==> config.mk <==
export PLATFORM = sky130hd
export DESIGN_NAME = write_through_buffer
export DESIGN_NICKNAME = d
export VERILOG_FILES = /design/src/hdl/cache_pkg.sv /design/src/hdl/write_through_buffer.sv
export SDC_FILE = /design/constraint.sdc
export NUM_CORES = 1
export LEC_CHECK = 0
export BUFFER_PORTS_ARGS = -buffer_cell sky130_fd_sc_hd__buf_2
export CAP_MARGIN = 20
export CORE_MARGIN = 2
export CORE_UTILIZATION = 55
export CTS_CLUSTER_DIAMETER = 80
export DETAILED_ROUTE_END_ITERATION = 10
export PLACE_DENSITY = 0.84
export SYNTH_ARGS = -nofsm -noshare
export SYNTH_HDL_FRONTEND = slang
export SYNTH_SLANG_ARGS = --single-unit
==> constraint.sdc <==
create_clock -name clk -period 7.7 [get_ports clk]
set_input_delay 1.54 -clock clk [delete_from_list [all_inputs] [get_ports clk]]
set_output_delay 1.54 -clock clk [all_outputs]
set_load 0.01 [all_outputs]
==> src/hdl/cache_pkg.sv <==
`default_nettype none

package cache_pkg;

   // front-end word and address
   localparam int addr_w     = 32;
   localparam int data_w     = 32;
   localparam int nbytes     = data_w / 8;
   localparam int byte_off_w = $clog2(nbytes);

   // cache geometry
   localparam int word_off_w    = 2;
   localparam int line_off_w    = 6;
   localparam int tag_w         = addr_w - line_off_w - word_off_w - byte_off_w;
   localparam int wtbuf_depth_w = 2;

   // axi constants
   localparam int                  axi_id_w  = 1;
   localparam logic [axi_id_w-1:0] axi_id    = '0;
   localparam int                  burst_len = (1 << word_off_w) - 1;

   typedef logic [addr_w-1:0]              addr_t;
   typedef logic [addr_w-byte_off_w-1:0]   word_addr_t;
   typedef logic [tag_w+line_off_w-1:0]    line_addr_t;
   typedef logic [data_w-1:0]              data_t;
   typedef logic [nbytes-1:0]              strb_t;
   typedef logic [tag_w-1:0]               tag_t;
   typedef logic [line_off_w-1:0]          line_idx_t;
   typedef logic [word_off_w-1:0]          word_off_t;

   typedef enum logic [2:0] {
      idle,
      lookup,
      wait_drain,
      fill,
      respond
   } cache_state_t;

   typedef enum logic [1:0] {
      rd_idle,
      rd_addr,
      rd_data
   } rd_state_t;

   typedef enum logic [1:0] {
      wr_idle,
      wr_req,
      wr_resp
   } wr_state_t;

endpackage

`default_nettype wire

==> src/hdl/write_through_buffer.sv <==
`timescale 1ns/100ps
`default_nettype none

module write_through_buffer
(
   input  logic                  clk,
   input  logic                  rst_n,
   // from cache memory
   input  logic                  push,
   input  cache_pkg::word_addr_t push_addr,
   input  cache_pkg::data_t      push_wdata,
   input  cache_pkg::strb_t      push_wstrb,
   output logic                  full,
   output logic                  empty,
   // to back end
   output logic                  write_valid,
   output cache_pkg::word_addr_t write_addr,
   output cache_pkg::data_t      write_wdata,
   output cache_pkg::strb_t      write_wstrb,
   input  logic                  write_ready
);

   cache_pkg::word_addr_t addr_mem [2**cache_pkg::wtbuf_depth_w];
   cache_pkg::data_t      data_mem [2**cache_pkg::wtbuf_depth_w];
   cache_pkg::strb_t      strb_mem [2**cache_pkg::wtbuf_depth_w];

   logic [cache_pkg::wtbuf_depth_w-1:0] wr_ptr;
   logic [cache_pkg::wtbuf_depth_w-1:0] rd_ptr;
   logic [cache_pkg::wtbuf_depth_w:0]   count;
   logic                                wr_en;
   logic                                rd_en;

   assign wr_en = push && !full;
   assign rd_en = write_ready && !empty;

   always_ff @(posedge clk or negedge rst_n)
   begin
      if (!rst_n)
      begin
         wr_ptr <= '0;
         rd_ptr <= '0;
         count  <= '0;
      end
      else
      begin
         if (wr_en)
            wr_ptr <= wr_ptr + 1'b1;
         if (rd_en)
            rd_ptr <= rd_ptr + 1'b1;
         if (wr_en && !rd_en)
            count <= count + 1'b1;
         else if (rd_en && !wr_en)
            count <= count - 1'b1;
      end
   end

   always_ff @(posedge clk)
   begin
      if (wr_en)
      begin
         addr_mem[wr_ptr] <= push_addr;
         data_mem[wr_ptr] <= push_wdata;
         strb_mem[wr_ptr] <= push_wstrb;
      end
   end

   // count msb is set only at full depth
   assign full        = count[cache_pkg::wtbuf_depth_w];
   assign empty       = (count == '0);
   assign write_valid = !empty;
   assign write_addr  = addr_mem[rd_ptr];
   assign write_wdata = data_mem[rd_ptr];
   assign write_wstrb = strb_mem[rd_ptr];

endmodule

`default_nettype wire

==> impl_metrics.env <==
export IMPL_synth_seq_area_share=0.815
export IMPL_cp_depth=3
export IMPL_dp_hpwl_um=9450
export IMPL_finClkSkew_ps=11.9
export IMPL_hold_buffers=0
export IMPL_ys_types=22
export IMPL_grt_max_degree=68
export IMPL_critPathCaptureType="output pin"
export IMPL_drt_iter0_drc=191
export IMPL_ctsResizeCount=0
export IMPL_chipWidth_um=138
export IMPL_finalSetupTns_ps=0
export IMPL_synthCells=381
export IMPL_cts_buffers=28
export IMPL_layout_drive_gt1_share=0.455
export IMPL_path_class="flop to output pin"
export IMPL_use_met3=0.0423
export IMPL_viasPerCell=5.67
export IMPL_fin_crit_sh=0.572
export IMPL_drt_wirelength_per_cell_um=21.5
export IMPL_fp_dieH_um=138
export IMPL_critPathSlowestCell="dfrtp_4"
export IMPL_syn_to_final_growth_pct=17.8
export IMPL_worstReg2RegEnd="strb_mem[0][0]"
export IMPL_floorplan_initialDensity=0.557
export IMPL_multi_input_area_sq_um=1700
export IMPL_path_cells="buf_4 > mux4_2 > buf_2"
export IMPL_grt_pass1_vias=4892
export IMPL_rows=49
export IMPL_cts_tree="yes"
export IMPL_num_fill_cells=1135
export IMPL_max_cap_violations=0
export IMPL_critPathLaunch="rd_ptr[0]"
export IMPL_top_usage_layer="met2"
export IMPL_final_common_cell="edfxtp_1"
export IMPL_route_detailed_drc=0
export IMPL_reg2regPathDepth=2
export IMPL_holdWs_ps=546
export IMPL_critPathCapture="write_addr[10]"
export IMPL_crit_reg2reg_launch="count[2]"
export IMPL_p_sw_frac=0.275
export IMPL_syn_area_per_cell_sq_um=26.1
export IMPL_io_buffers=138
export IMPL_seqPwrFrac=0.465
export IMPL_p_switching_w=0.00120
export IMPL_synth_seq_cells=271
export IMPL_die_area_sq_um=19200
export IMPL_min_path_type="flop to flop"
export IMPL_tightestPinTransition_ps=1040
export IMPL_grt_util_met2=0.310
export IMPL_htreeDepth=1
export IMPL_drt_pre_antenna_iters=4
export IMPL_fin_nets=610
export IMPL_timing_final_hold_violations=0
export IMPL_routed_wirelength_um=16900
export IMPL_startpoint_type="flop"
export IMPL_slowest_delay_ps=810
export IMPL_power_frac_comb=0.239
export IMPL_seqCellArea_sq_um=8110
export IMPL_grt_pass1_wl_um=26600
export IMPL_cts_root_buf="clkbuf_16"
export IMPL_clock_latency_ps=530
export IMPL_cts_setup_buffers=0
export IMPL_yosys_warnings=0
export IMPL_io_pins=139
export IMPL_diodes=0
export IMPL_internal_power_w=0.00317
export IMPL_total_leakage_power_nw=4.01
export IMPL_netlist_area_sq_um=9950
export IMPL_total_power_w=0.00438
export IMPL_drt_antenna_violating_nets=0
export IMPL_clockBufferDepth=3
export IMPL_max_freq_mhz=227
export IMPL_cp_top_family="buffers and inverters"
export IMPL_layout_common_cells="edfxtp_1, buf_2, mux4_2"
export IMPL_crit_required_ps=6160
export IMPL_use_met1=0.232
export IMPL_crit_buf_inv=2
export IMPL_slew_headroom=0.308
export IMPL_reg2reg_slack_ps=5380
export IMPL_grt_usage=0.179
export IMPL_peakVddDrop_uv=264
export IMPL_overflow=0
export IMPL_clk_pin_slew_ps=60
export IMPL_route_vias_total=4452
export IMPL_p_clk_frac=0.296
export IMPL_rsz0062_at_grt="false"
export IMPL_p_per_area_nw_per_um2=374
export IMPL_core_area_sq_um=17800
export IMPL_cts_sinks=271
export IMPL_min_period_ps=4400
export IMPL_syn_num_nets=457
export IMPL_status="finished clean"
export IMPL_grt_antenna_before_repair=1
export IMPL_finalSetupViolations=0
export IMPL_cp_arrival_ps=2860
export IMPL_cp_max_fo=39
export IMPL_slew_violations=0
export IMPL_gp_congestion=0.695
[synth_stat cells]
library cell | instances | area [sq um]
nor2b_1 | 1 | 6.26
buf_4 | 4 | 30.0
mux4_2 | 66 | 1490
fa_1 | 1 | 20.0
nand3_1 | 1 | 5.00
clkbuf_1 | 1 | 3.75
nand2_1 | 2 | 7.51
and2_1 | 4 | 25.0
ha_1 | 5 | 62.6
buf_2 | 4 | 20.0
o21ai_0 | 1 | 5.00
buf_6 | 1 | 11.3
xnor2_1 | 4 | 35.0
dfrtp_1 | 7 | 175
edfxtp_1 | 264 | 7930
inv_1 | 4 | 15.0
or3_1 | 1 | 6.26
xor2_1 | 2 | 17.5
mux2_2 | 1 | 11.3
nor2_1 | 1 | 3.75
buf_1 | 3 | 11.3
buf_12 | 3 | 60.1
[kinds of logic (layout without fill, tap and decap cells)]
| kind of cell | after synthesis | after routing | share of synthesized area |
|---|---|---|---|
| buf+inv | 20 | 195 | 0.0152 |
| simple gates | 10 | 10 | 0.00541 |
| fa+ha+maj | 6 | 6 | 0.00830 |
| xor+xnor | 6 | 6 | 0.00528 |
| compound gates | 1 | 1 | 0.000503 |
| mux | 67 | 67 | 0.151 |
| flops | 271 | 271 | 0.815 |
[routing by layer]
layer	share of wire	wire, um	up-vias
li1	-	-	1937
met1	0.40	6800	2336
met2	0.52	8780	149
met3	0.055	934	28
met4	0.020	334	2
met5	0.00077	13	-
[worst min-delay path by stage]
stage	from	endpoint	cells past startpoint
global route	count[2]	count[2]	1
global placement	count[2]	count[2]	1
CTS	count[2]	count[2]	1
floorplan	count[0]	count[0]	1
detailed placement	count[2]	count[2]	1
finish	count[0]	count[0]	1
[registers in the layout, summed over array words and instances, names as in the netlist]
register,count
data_mem,128
addr_mem,120
strb_mem,16
count,3
rd_ptr,2
wr_ptr,2
[cell type report]
| type | instances | area share |
|---|---|---|
| sequential | 271 | 0.692 |
| multi-input combinational | 90 | 0.145 |
| clock buffer | 34 | 0.0617 |
| timing repair buffer | 139 | 0.0596 |
| tap | 229 | 0.0245 |
| clock inverter | 18 | 0.0155 |
| inverter | 4 | 0.00128 |
[power by group through the flow]
stage                     Combinational [W]  Clock, W  Sequential [W]
after CTS                           0.00107   0.00132         0.00205
after global placement              0.00105         0         0.00205
after global routing                0.00113   0.00138         0.00207
after detailed placement            0.00106         0         0.00207
final                               0.00105   0.00130         0.00203
after floorplan                    0.000842         0         0.00193
[per-stage QoR]
step	cell area [sq um]	util	std cells	worst slack (ps)
CTS	11700	0.657	785	3170
finish	11700	0.657	785	3300
floorplan	9950	-	381	3800
global placement	10800	0.606	733	3770
global route	11700	0.657	785	3030
detailed placement	10800	0.606	733	3740
No activity file was read; power rests on OpenSTA's default activity.
