## src/hdl/cache_pkg.sv

```systemverilog
`default_nettype none

package cache_pkg;

   // front-end word and address
   localparam int addr_w     = 32;
   localparam int data_w     = 32;
   localparam int nbytes     = data_w / 8;
   localparam int byte_off_w = $clog2(nbytes);

   // cache geometry
   localparam int word_off_w    = 2;
   localparam int line_off_w    = 6;
   localparam int tag_w         = addr_w - line_off_w - word_off_w - byte_off_w;
   localparam int wtbuf_depth_w = 2;

   // axi constants
   localparam int                  axi_id_w  = 1;
   localparam logic [axi_id_w-1:0] axi_id    = '0;
   localparam int                  burst_len = (1 << word_off_w) - 1;

   typedef logic [addr_w-1:0]              addr_t;
   typedef logic [addr_w-byte_off_w-1:0]   word_addr_t;
   typedef logic [tag_w+line_off_w-1:0]    line_addr_t;
   typedef logic [data_w-1:0]              data_t;
   typedef logic [nbytes-1:0]              strb_t;
   typedef logic [tag_w-1:0]               tag_t;
   typedef logic [line_off_w-1:0]          line_idx_t;
   typedef logic [word_off_w-1:0]          word_off_t;

   typedef enum logic [2:0] {
      idle,
      lookup,
      wait_drain,
      fill,
      respond
   } cache_state_t;

   typedef enum logic [1:0] {
      rd_idle,
      rd_addr,
      rd_data
   } rd_state_t;

   typedef enum logic [1:0] {
      wr_idle,
      wr_req,
      wr_resp
   } wr_state_t;

endpackage

`default_nettype wire

```

## src/hdl/back_end_axi.sv

```systemverilog
`timescale 1ns/100ps
`default_nettype none

module back_end_axi
(
   input  logic                              clk,
   input  logic                              rst_n,
   // write channel from the buffer
   input  logic                              write_valid,
   input  cache_pkg::word_addr_t             write_addr,
   input  cache_pkg::data_t                  write_wdata,
   input  cache_pkg::strb_t                  write_wstrb,
   output logic                              write_ready,
   // line replacement
   input  logic                              replace_valid,
   input  cache_pkg::line_addr_t             replace_addr,
   output logic                              replace_ready,
   output logic                              read_valid,
   output cache_pkg::word_off_t              read_addr,
   output cache_pkg::data_t                  read_rdata,
   // axi read address
   output logic                              axi_arvalid,
   output cache_pkg::addr_t                  axi_araddr,
   output logic [7:0]                        axi_arlen,
   output logic [2:0]                        axi_arsize,
   output logic [1:0]                        axi_arburst,
   output logic [cache_pkg::axi_id_w-1:0]    axi_arid,
   input  logic                              axi_arready,
   // axi read data
   input  logic                              axi_rvalid,
   input  cache_pkg::data_t                  axi_rdata,
   input  logic [1:0]                        axi_rresp,
   input  logic                              axi_rlast,
   output logic                              axi_rready,
   // axi write address
   output logic                              axi_awvalid,
   output cache_pkg::addr_t                  axi_awaddr,
   output logic [7:0]                        axi_awlen,
   output logic [2:0]                        axi_awsize,
   output logic [1:0]                        axi_awburst,
   output logic [cache_pkg::axi_id_w-1:0]    axi_awid,
   input  logic                              axi_awready,
   // axi write data and response
   output logic                              axi_wvalid,
   output cache_pkg::data_t                  axi_wdata,
   output cache_pkg::strb_t                  axi_wstrb,
   output logic                              axi_wlast,
   input  logic                              axi_wready,
   input  logic                              axi_bvalid,
   input  logic [1:0]                        axi_bresp,
   output logic                              axi_bready
);

   cache_pkg::rd_state_t rd_state;
   cache_pkg::wr_state_t wr_state;
   cache_pkg::word_off_t beat_cnt;
   logic                 aw_done;
   logic                 w_done;
   logic                 aw_hs;
   logic                 w_hs;

   // line fill FSM
   always_ff @(posedge clk or negedge rst_n)
   begin
      if (!rst_n)
      begin
         rd_state <= cache_pkg::rd_idle;
         beat_cnt <= '0;
      end
      else
      begin
         case (rd_state)
            cache_pkg::rd_idle:
               if (replace_valid)
               begin
                  rd_state <= cache_pkg::rd_addr;
                  beat_cnt <= '0;
               end
            cache_pkg::rd_addr:
               if (axi_arready)
                  rd_state <= cache_pkg::rd_data;
            cache_pkg::rd_data:
               if (axi_rvalid)
               begin
                  beat_cnt <= beat_cnt + 1'b1;
                  if (axi_rlast)
                     rd_state <= cache_pkg::rd_idle;
               end
            default:
               rd_state <= cache_pkg::rd_idle;
         endcase
      end
   end

   // line-aligned INCR burst of one line
   assign axi_arvalid = (rd_state == cache_pkg::rd_addr);
   assign axi_araddr  = {replace_addr, {(cache_pkg::word_off_w+cache_pkg::byte_off_w){1'b0}}};
   assign axi_arlen   = 8'(cache_pkg::burst_len);
   assign axi_arsize  = 3'(cache_pkg::byte_off_w);
   assign axi_arburst = 2'b01;
   assign axi_arid    = cache_pkg::axi_id;
   assign axi_rready  = (rd_state == cache_pkg::rd_data);

   assign read_valid    = axi_rready && axi_rvalid;
   assign read_addr     = beat_cnt;
   assign read_rdata    = axi_rdata;
   assign replace_ready = read_valid && axi_rlast;

   // single-beat write FSM
   assign aw_hs = axi_awvalid && axi_awready;
   assign w_hs  = axi_wvalid && axi_wready;

   always_ff @(posedge clk or negedge rst_n)
   begin
      if (!rst_n)
      begin
         wr_state <= cache_pkg::wr_idle;
         aw_done  <= 1'b0;
         w_done   <= 1'b0;
      end
      else
      begin
         case (wr_state)
            cache_pkg::wr_idle:
               if (write_valid)
                  wr_state <= cache_pkg::wr_req;
            cache_pkg::wr_req:
               // AW and W may complete in either order
               if ((aw_done || aw_hs) && (w_done || w_hs))
               begin
                  wr_state <= cache_pkg::wr_resp;
                  aw_done  <= 1'b0;
                  w_done   <= 1'b0;
               end
               else
               begin
                  aw_done <= aw_done || aw_hs;
                  w_done  <= w_done || w_hs;
               end
            cache_pkg::wr_resp:
               if (axi_bvalid)
                  wr_state <= cache_pkg::wr_idle;
            default:
               wr_state <= cache_pkg::wr_idle;
         endcase
      end
   end

   assign axi_awvalid = (wr_state == cache_pkg::wr_req) && !aw_done;
   assign axi_awaddr  = {write_addr, {cache_pkg::byte_off_w{1'b0}}};
   assign axi_awlen   = 8'd0;
   assign axi_awsize  = 3'(cache_pkg::byte_off_w);
   assign axi_awburst = 2'b01;
   assign axi_awid    = cache_pkg::axi_id;

   assign axi_wvalid = (wr_state == cache_pkg::wr_req) && !w_done;
   assign axi_wdata  = write_wdata;
   assign axi_wstrb  = write_wstrb;
   assign axi_wlast  = 1'b1;

   // response pops the buffer head
   assign axi_bready  = (wr_state == cache_pkg::wr_resp);
   assign write_ready = axi_bready && axi_bvalid;

endmodule

`default_nettype wire

```

## config.mk

```make
export PLATFORM = sky130hd
export DESIGN_NAME = back_end_axi
export DESIGN_NICKNAME = d
export VERILOG_FILES = /design/src/hdl/cache_pkg.sv /design/src/hdl/back_end_axi.sv
export SDC_FILE = /design/constraint.sdc
export NUM_CORES = 1
export LEC_CHECK = 0
export ABC_AREA = 1
export BUFFER_PORTS_ARGS = -buffer_cell sky130_fd_sc_hd__buf_2
export CORE_AREA = 2 2 119 121
export CTS_CLUSTER_DIAMETER = 60
export CTS_CLUSTER_SIZE = 24
export DETAILED_ROUTE_END_ITERATION = 8
export DIE_AREA = 0 0 121 123
export GPL_ROUTABILITY_DRIVEN = 0
export SLEW_MARGIN = 20
export SYNTH_ARGS = -nofsm -noshare
export SYNTH_HDL_FRONTEND = slang
export SYNTH_SLANG_ARGS = --single-unit
```

## constraint.sdc

```tcl
create_clock -name clk -period 0.9 [get_ports clk]
set_input_delay 0.09 -clock clk [delete_from_list [all_inputs] [get_ports clk]]
set_output_delay 0.09 -clock clk [all_outputs]
set_load 0.05 [all_outputs]
```

==> reports/qor.csv, run 1 <==
metric,value,unit
Final Util,9.50,%
Worst-Skew Late Latency,0.23,ns
ys async rst share,100,%
post-route ant nets,0,
Seq. cell area,203,sq um
R2R Path Start,wr_state[1]$_DFFE_PN0P_,
Hold Path Class,input port to flip-flop,
DIE AREA,14900,sq um
Clk pwr share,19.2,%
clock sinks,8,
Comb pwr share,63.6,%
#FFs+latches synth,8,
initial core utilization,12.3,%
total track usage,5.12,%
cells after synthesis,228,
commonest cells in the netlist,"buf_4 (161), inv_1 (18), nand2_1 (15), dfrtp_1 (8), nand3_1 (8)",
Worst Slack Setup Final,-0.284,ns
register clock-pin slew on the reported worst setup and hold paths,0.04,ns
Worst VDD drop,0.000912,V
number of synthesized flops with an enable pin,0,
skew final,0.000330,ns
"Slew Viols, Final",0,
multi-input logic area,415,sq um
Final Cycle Share,132,%
first-pass GRT wire length,5.16,mm
Cell variety after synth,16,
# rows,43,
setup TNS,-3.05,ns
vias post-DR,830,
final setup fails,18,
maxcap violations,0,
chip width,121,um
TritonRoute pass-1 iters,3,
via-per-instance ratio,2.63,
CTS tree,done,
"Top FF cell, synth",dfrtp_1,
DRT iter0 DRCs,26,
CP Max Fanout,4,
cell taking the most area after synthesis,buf_4,
RSZ-0062 raised after global routing,true,
startpoint type of the worst setup path,flip-flop,
"Seq/Total Area, Yosys",11.9,%
leak pwr,0.630,nW
CTS root buf,clkbuf_16,
YS warnings,0,
Detailed Place HPWL,3.37,mm
Final nets,277,
endpoints failing hold,0,
Layout Cell Area excl Fill,1290,sq um
CP max stage cell,dfrtp_1,
largest net degree at the start of global routing,9,
critical path launch point,wr_state[1]$_DFFE_PN0P_,
Worst Path Arrival,1.09,ns
Ports,311,
fmax,845,MHz
drt drc,0,
I/O Buffers,19,
sw frac,48.7,%
Post-DP Area,1060,sq um
PD cells,3210,nW/um^2
cell with the most instances after synthesis,buf_4,
Layout area overhead,-23.1,%
Required @ worst endpoint,0.81,ns
initial antenna violation count,0,
per-cell routed wire length,12.9,um
Hold Startpoint,axi_arready,
outcome,"finished, violations left",
CTS Buf Count,3,
clk buf depth,2,
failing checks,setup timing,
cell area after synthesis,1680,sq um
die height,123,um
Fillers,1585,
Post-Route WL,4.07,mm
vias in the first global route,824,
total congestion overflow,0,
ratio of cells with drive above 1 in the final layout,41.2,%
Setup CP Type,flip-flop to primary output,
dominant cells by area after synthesis,"buf_4 (72%), dfrtp_1 (12%), inv_1 (4.0%)",
top-area cell type share of the netlist area,71.9,%
Core Region,13600,sq um
nature of the critical path endpoint,primary output,
fin crit period,1.18,ns
sw power,0.00202,W
"Avg Cell Area, Syn",7.37,sq um
"Largest stage delay, worst path",0.40,ns
crit-path cells,"inv_4, nand2_4, nor2_4, buf_8",
Int Power,0.00213,W
sequential share of power,17.1,%
diode count,0,
H-Tree Depth,1,
cells in the final DEF, fill, tap and decap left out, drive strengths merged:
cell,count
clkinvlp,1
inv,17
nor3,1
xor2,1
nor2,7
nand3,8
clkbuf,4
o31ai,1
a22o,1
o21ai,1
dlygate4sd3,1
dfrtp,8
buf,31
nand2,17
conb,35
nand4,1
a21oi,1
sequential cells by signal, indices dropped and copies added, names as in the netlist:
signal     flops
rd_state       2
read_addr      2
wr_state       2
aw_done        1
w_done         1
routing by layer:
metal,global-route usage (%),wire length (um),vias to the layer above
met3,6.87,1240,80
met4,7.85,611,2
met2,5.79,1470,141
li1,-,-,304
met1,2.74,720,303
met5,1.74,32,-
layout make-up:
type / count / share of cell area [%]
well taps: 180 / 17.4
repair buffers: 32 / 22.9
flip-flops and latches: 8 / 15.7
inverters: 18 / 5.71
clock buffers: 4 / 6.10
multi-input cells: 74 / 32.1
timing repair:
action,CTS,global route
setup endpoints to repair,17,18
endpoints found under the hold margin,8,0
pin swaps,5,1
hold buffers,1,0
setup buffers,3,1
gates resized for setup,25,10
gates cloned,0,0
final timing paths:
| kind | end | slack, ns | cells past startpoint |
|---|---|---|---|
| min | rd_state[0]$_DFFE_PN0P_ | 0.06 | 2 |
| min in group asynchronous | wr_state[1]$_DFFE_PN0P_ | 0.25 | 2 |
| max reg2reg | wr_state[0]$_DFFE_PN0P_ | -0.19 | 7 |
| max in group asynchronous | read_addr[1]$_DFFE_PN0P_ | 0.43 | 2 |
| min reg2reg | read_addr[1]$_DFFE_PN0P_ | 0.58 | 2 |
| max | axi_awvalid | -0.28 | 4 |
through the flow:
step	total power, W	hold WS, ns	instances	setup slack (ns)
after floorplan	0.00389	-0.206	261	-0.403
after global placement	0.00283	-0.0271	307	-0.159
after detailed placement	0.00284	-0.0261	307	-0.175
after CTS	0.00405	0.0531	315	-0.287
after global routing	0.00444	0.0643	316	-0.335
final	0.00415	0.0552	316	-0.284
power by group through the flow:
| stage | clock network [W] | registers [W] | logic, W |
|---|---|---|---|
| 2_1_floorplan | 0 | 0.000779 | 0.00311 |
| 3_3_place_gp | 0 | 0.000702 | 0.00213 |
| 3_5_place_dp | 0 | 0.000705 | 0.00214 |
| 4_1_cts | 0.000827 | 0.000708 | 0.00252 |
| 5_1_grt | 0.000843 | 0.000738 | 0.00286 |
| 6_report | 0.000799 | 0.000712 | 0.00264 |
critical path, delay by kind of cell (launching register included):
kind | cells | cell delay (ns)
flip-flops | 1 | 0.40
buffers and inverters | 2 | 0.25
AND/OR/NAND/NOR | 2 | 0.20
cells by family (layout without fill, tap and decap cells):
kind of cell    count (synthesis)  count (layout)  share of synthesized area [%]
buf+inv                       179              54                           75.9
simple gates                   34              34                           9.61
flops                           8               8                           11.9
compound gates                  4               4                           1.56
other cells                     2              35                          0.447
xor+xnor                        1               1                          0.521
Power figures use the tool's default switching activity.
==> run 2: changes to the inputs <==
Settings changed: ABC_AREA 1 to not set, CORE_AREA 2 2 119 121 to 2 2 121 123, DIE_AREA 0 0 121 123 to 0 0 123 125.
==> reports/qor.csv, run 2 <==
metric,value,unit,change
outcome,"finished, violations left",,
failing checks,setup timing,,
endpoints failing hold,0,,unchanged
skew final,0.000302,ns,-0.0000281 ns
Worst VDD drop,0.000786,V,-14%
initial antenna violation count,2,,+2
Hold Path Class,input port to flip-flop,,
crit-path cells,"nor2b_4, and3_4, buf_8",,
clock sinks,8,,unchanged
Worst Path Arrival,1.11,ns,+0.02 ns
multiplexer share of the synthesized area,2.69,%,+2.7 points
chip width,123,um,+1.7%
CP max stage cell,dfrtp_2,,
vias in the first global route,767,,-6.9%
fmax,833,MHz,-1.4%
RSZ-0062 raised after global routing,true,,
CTS root buf,clkbuf_16,,
WP buf/inv,1,,-1
#FFs+latches synth,8,,unchanged
cell area after synthesis,1630,sq um,-3.1%
Setup CP Type,flip-flop to primary output,,
register clock-pin slew on the reported worst setup and hold paths,0.04,ns,about the same
CP Max Fanout,3,,-1
met3 WL,1.23,mm,-0.81%
H-Tree Depth,1,,unchanged
"most common cell after layout, fill and taps aside",conb_1,,
commonest cells in the netlist,"buf_4 (161), nor2_1 (10), dfrtp_1 (8), nor2b_1 (4)",,
startpoint type of the worst setup path,flip-flop,,
maxcap violations,0,,unchanged
"Slew Viols, Final",0,,unchanged
cell taking the most area after synthesis,buf_4,,
largest net degree at the start of global routing,9,,unchanged
"Top FF cell, synth",dfrtp_1,,
CTS tree,done,,
ratio of cells with drive above 1 in the final layout,52.6,%,+11 points
Post-Route WL,3.75,mm,-8.0%
"Largest stage delay, worst path",0.42,ns,+0.02 ns
Worst Slack Setup Final,-0.301,ns,-0.0171 ns
total track usage,4.43,%,-0.69 points
"Avg Cell Area, Syn",7.90,sq um,+7.2%
hold slack,0.102,ns,+0.0463 ns
initial core utilization,11.5,%,-0.88 points
via-per-instance ratio,2.46,,-6.5%
vias post-DR,739,,-11%
WL met1,595,um,-17%
"Seq/Total Area, Yosys",12.3,%,+0.38 points
fin crit period,1.20,ns,+0.0171 ns
max layer used,met5,,
cell with the most instances after synthesis,buf_4,,
ys async rst share,100,%,unchanged
Final Cycle Share,133,%,+1.9 points
number of synthesized flops with an enable pin,0,,unchanged
Layout area overhead,-20.6,%,
CTS Buf Count,3,,unchanged
most frequent cells in the layout,"conb_1 (35), buf_2 (9), buf_4 (9), buf_6 (7), nor2_1 (5)",,
I/O Buffers,19,,unchanged
largest delay contributor family on the critical path,flip-flops,,
PD cells,3470,nW/um^2,+8.1%
first-pass GRT wire length,4.77,mm,-7.5%
Required @ worst endpoint,0.81,ns,about the same
leak pwr,0.563,nW,-11%
DRT iter0 DRCs,20,,-23%
total congestion overflow,0,,unchanged
adder-cell share of the synthesized area,0,%,unchanged
Ports,311,,unchanged
clk buf depth,2,,unchanged
post-route ant nets,0,,unchanged
dominant cells by area after synthesis,"buf_4 (74%), dfrtp_1 (12%), nor2_1 (2.3%)",,
Core Region,14200,sq um,+4.3%
Cell variety after synth,18,,+2
Worst-Skew Late Latency,0.23,ns,about the same
DIE AREA,15400,sq um,+3.3%
drt drc,0,,unchanged
Compound-Gate Fraction of Synth Area,3.00,%,+1.4 points
met2 wire length,1.45,mm,-1.2%
TritonRoute pass-1 iters,4,,+1
Synth Area in XOR/XNOR,0,%,-0.52 points
cells after synthesis,206,,-9.6%
nature of the critical path endpoint,primary output,,
per-cell routed wire length,12.5,um,-3.4%
Detailed Place HPWL,3.10,mm,-7.9%
Synth Area in Simple Gates,7.07,%,-2.5 points
die height,125,um,+1.6%
main combinational cell family by area after synthesis,buffers and inverters,,
top-area cell type share of the netlist area,74.3,%,+2.3 points
# rows,44,,+2.3%
YS warnings,0,,unchanged
dpl ws,-0.232,ns,-0.0571 ns
Final nets,257,,-7.2%
final setup fails,18,,unchanged
[run 2: kinds of logic (layout without fill, tap and decap cells)]
logic type             after synthesis  after routing
AOI/OAI and AO/OA                    7              7
and+or+nand+nor                     23             23
muxes                                4              4
buffers and inverters              162             39
other                                2             36
DFF                                  8              8
[run 2: path summary, 6_finish.rpt]
path | startpoint | endpoint | slack (ns) | depth (start not counted)
min reg2reg | rd_state[1]$_DFFE_PN0P_ | rd_state[0]$_DFFE_PN0P_ | 0.56 | 2
min in group asynchronous | rst_n | rd_state[1]$_DFFE_PN0P_ | 0.24 | 2
max | rd_state[0]$_DFFE_PN0P_ | replace_ready | -0.30 | 3
max in group asynchronous | rst_n | wr_state[0]$_DFFE_PN0P_ | 0.46 | 2
max reg2reg | aw_done$_DFFE_PN0N_ | wr_state[1]$_DFFE_PN0P_ | -0.29 | 3
min | axi_arready | rd_state[1]$_DFFE_PN0P_ | 0.10 | 2
[run 2: report_power, final]
part,total [W],switching (W),internal (W),leakage (nW)
Clock,0.000755,0.000166,0.000589,0.0382
Sequential,0.000726,0.000182,0.000544,0.0965
Combinational,0.00301,0.00163,0.00138,0.428
Total,0.00449,0.00198,0.00251,0.563
[run 2: per-stage QoR]
stage / util [%] / instance area, sq um / power [W] / TNS [ns] / cells
finish: 9.10 / 1290 / 0.00449 / -3.35 / 301
global route: 9.08 / 1290 / 0.00476 / -4.22 / 300
CTS: 8.67 / 1230 / 0.00428 / -3.36 / 299
detailed placement: 7.26 / 1030 / 0.00309 / -2.02 / 291
global placement: 7.26 / 1030 / 0.00309 / -2.04 / 291
floorplan: - / 1810 / 0.00394 / -2.44 / 239
[run 2: final cells by class]
class	instances	area, sq um
antenna	1	2.50
sequential	8	205
clock buffer	4	78.8
inverter	1	3.75
fill	1651	12900
timing repair buffer	34	342
tap	184	230
multi-input combinational	69	430
[run 2: layer usage]
layer | GRT usage [%] | up-vias
met5 | 3.29 | -
met4 | 5.95 | 2
met3 | 6.30 | 68
met2 | 5.46 | 138
met1 | 1.88 | 271
li1 | - | 260
[run 2: timing repair]
item | 4_1_cts | 5_1_grt
endpoints found under the hold margin | 8 | 0
pin swaps | 3 | 3
gates resized for setup | 28 | 13
setup endpoints to repair | 18 | 18
setup buffers | 3 | 1
hold buffers | 1 | 0
==> run 3: changes to the inputs <==
Settings changed: CORE_AREA 2 2 121 123 to 3 3 119 121, DIE_AREA 0 0 123 125 to 0 0 122 124.
==> reports/qor.csv, run 3 (synthesis gave the netlist of run 2 again) <==
metric,value,unit,change
largest net degree at the start of global routing,9,,unchanged
Post-Route WL,3.93,mm,+4.9%
endpoints failing hold,0,,unchanged
"most common cell after layout, fill and taps aside",conb_1,,
CTS tree,done,,
DRT iter0 DRCs,12,,-40%
post-route ant nets,0,,unchanged
Ports,311,,unchanged
# rows,42,,-4.5%
RSZ-0062 raised after global routing,true,,
Core Region,13200,sq um,-7.1%
maxcap violations,0,,unchanged
die height,124,um,-0.80%
startpoint type of the worst setup path,flip-flop,,
ratio of cells with drive above 1 in the final layout,52.5,%,-0.086 points
Detailed Place HPWL,3.23,mm,+4.2%
TritonRoute pass-1 iters,2,,-2
WP buf/inv,1,,unchanged
Layout area overhead,-19.8,%,
sequential share of power,15.8,%,-0.4 points
failing checks,setup timing,,
diode count,0,,-1
vias in the first global route,780,,+1.7%
Final Util,9.89,%,+0.79 points
Int Power,0.00258,W,+2.6%
largest delay contributor family on the critical path,flip-flops,,
reg2reg path depth,5,,+2
total track usage,4.61,%,+0.18 points
final setup fails,18,,unchanged
Final Cycle Share,138,%,+4.1 points
Post-DP Area,1040,sq um,+1.2%
"Slew Viols, Final",0,,unchanged
first-pass GRT wire length,4.82,mm,+0.88%
Hold Path Class,input port to flip-flop,,
hold slack,0.107,ns,+0.00516 ns
leak pwr,0.586,nW,+4.1%
CTS root buf,clkbuf_16,,
most frequent cells in the layout,"conb_1 (35), buf_4 (12), buf_2 (9), buf_6 (9), nor2_1 (8)",,
Final nets,261,,+1.6%
dpl ws,-0.243,ns,-0.0106 ns
CP Max Fanout,4,,+1
Comb pwr share,67.6,%,+0.6 points
H-Tree Depth,1,,unchanged
I/O Buffers,19,,unchanged
Worst Slack Setup Final,-0.338,ns,-0.0367 ns
Clk pwr share,16.6,%,-0.2 points
vias post-DR,748,,+1.2%
"Largest stage delay, worst path",0.42,ns,about the same
sw power,0.00199,W,+0.67%
nature of the critical path endpoint,primary output,,
Crit path depth,3,,unchanged
initial core utilization,12.3,%,+0.88 points
PD cells,3500,nW/um^2,+0.76%
Worst VDD drop,0.000777,V,-1.1%
via-per-instance ratio,2.53,,+2.9%
Worst Hold Depth,2,,unchanged
chip width,122,um,-0.81%
CP max stage cell,dfrtp_2,,
Setup CP Type,flip-flop to primary output,,
DIE AREA,15100,sq um,-1.6%
Required @ worst endpoint,0.81,ns,about the same
crit-path cells,"nor2b_4, and3_4, buf_12",,
fin crit period,1.24,ns,+0.0367 ns
skew final,0.000336,ns,+0.0000339 ns
total congestion overflow,0,,unchanged
fmax,808,MHz,-3.0%
register clock-pin slew on the reported worst setup and hold paths,0.04,ns,about the same
outcome,"finished, violations left",,
setup TNS,-3.82,ns,-0.476 ns
clk buf depth,2,,unchanged
Worst Path Arrival,1.15,ns,+0.04 ns
drt drc,0,,unchanged
CTS Buf Count,3,,unchanged
Worst-Skew Late Latency,0.23,ns,about the same
sw frac,43.6,%,-0.46 points
per-cell routed wire length,13.3,um,+6.7%
initial antenna violation count,0,,-2
clock sinks,8,,unchanged
Layout Cell Area excl Fill,1310,sq um,+0.97%
## run 3: cell types whose count changed in the layout (fill, tap and decap cells not counted), moves of 2 or more
| cell | previous run | this run |
|---|---|---|
| nor2_1 | 5 | 8 |
| buf_6 | 7 | 9 |
| nor2_2 | 2 | 0 |
| buf_4 | 9 | 12 |
## run 3: layout make-up
| cell class | instances | area (sq um) |
|---|---|---|
| flip-flops and latches | 8 | 205 |
| repair buffers | 38 | 372 |
| clock buffers | 4 | 78.8 |
| inverters | 1 | 3.75 |
| fillers | 1520 | 11900 |
| multi-input cells | 69 | 425 |
| well taps | 176 | 220 |
## run 3: through the flow
stage / instances / total power (W)
detailed placement: 282 / 0.00312
global placement: 282 / 0.00310
CTS: 294 / 0.00442
floorplan: 239 / 0.00394
global route: 296 / 0.00480
finish: 296 / 0.00457
## run 3: path summary, 6_finish.rpt
| kind | slack (ns) | end | start |
|---|---|---|---|
| setup / recovery | -0.34 | replace_ready | rd_state[0]$_DFFE_PN0P_ |
| hold / removal | 0.11 | rd_state[1]$_DFFE_PN0P_ | axi_arready |
| setup reg to reg | -0.32 | read_addr[0]$_DFFE_PN0P_ | rd_state[0]$_DFFE_PN0P_ |
| hold reg to reg | 0.57 | rd_state[0]$_DFFE_PN0P_ | rd_state[1]$_DFFE_PN0P_ |
| max in group asynchronous | 0.46 | wr_state[0]$_DFFE_PN0P_ | rst_n |
| min in group asynchronous | 0.25 | rd_state[1]$_DFFE_PN0P_ | rst_n |
## run 3: power by group through the flow
stage / Clock [W] / Combinational, W / Sequential [W]
finish: 0.000759 / 0.00309 / 0.000722
global route: 0.000800 / 0.00325 / 0.000748
CTS: 0.000774 / 0.00292 / 0.000718
detailed placement: 0 / 0.00238 / 0.000742
global placement: 0 / 0.00237 / 0.000730
floorplan: 0 / 0.00307 / 0.000869
## run 3: timing repair
item / CTS / global route
setup buffers: 7 / 4
cloned: 0 / 0
gates resized for setup: 24 / 9
endpoints found under the setup margin: 18 / 18
hold buffers: 1 / 0
endpoints found under the hold margin: 8 / 0
pin swaps: 5 / 4
## run 3: routing by layer
metal	GRT usage, %	up-vias	wire (um)
li1	-	268	-
met1	2.20	280	700
met2	5.84	128	1550
met3	6.04	72	1130
met4	7.00	0	551
met5	0	-	0
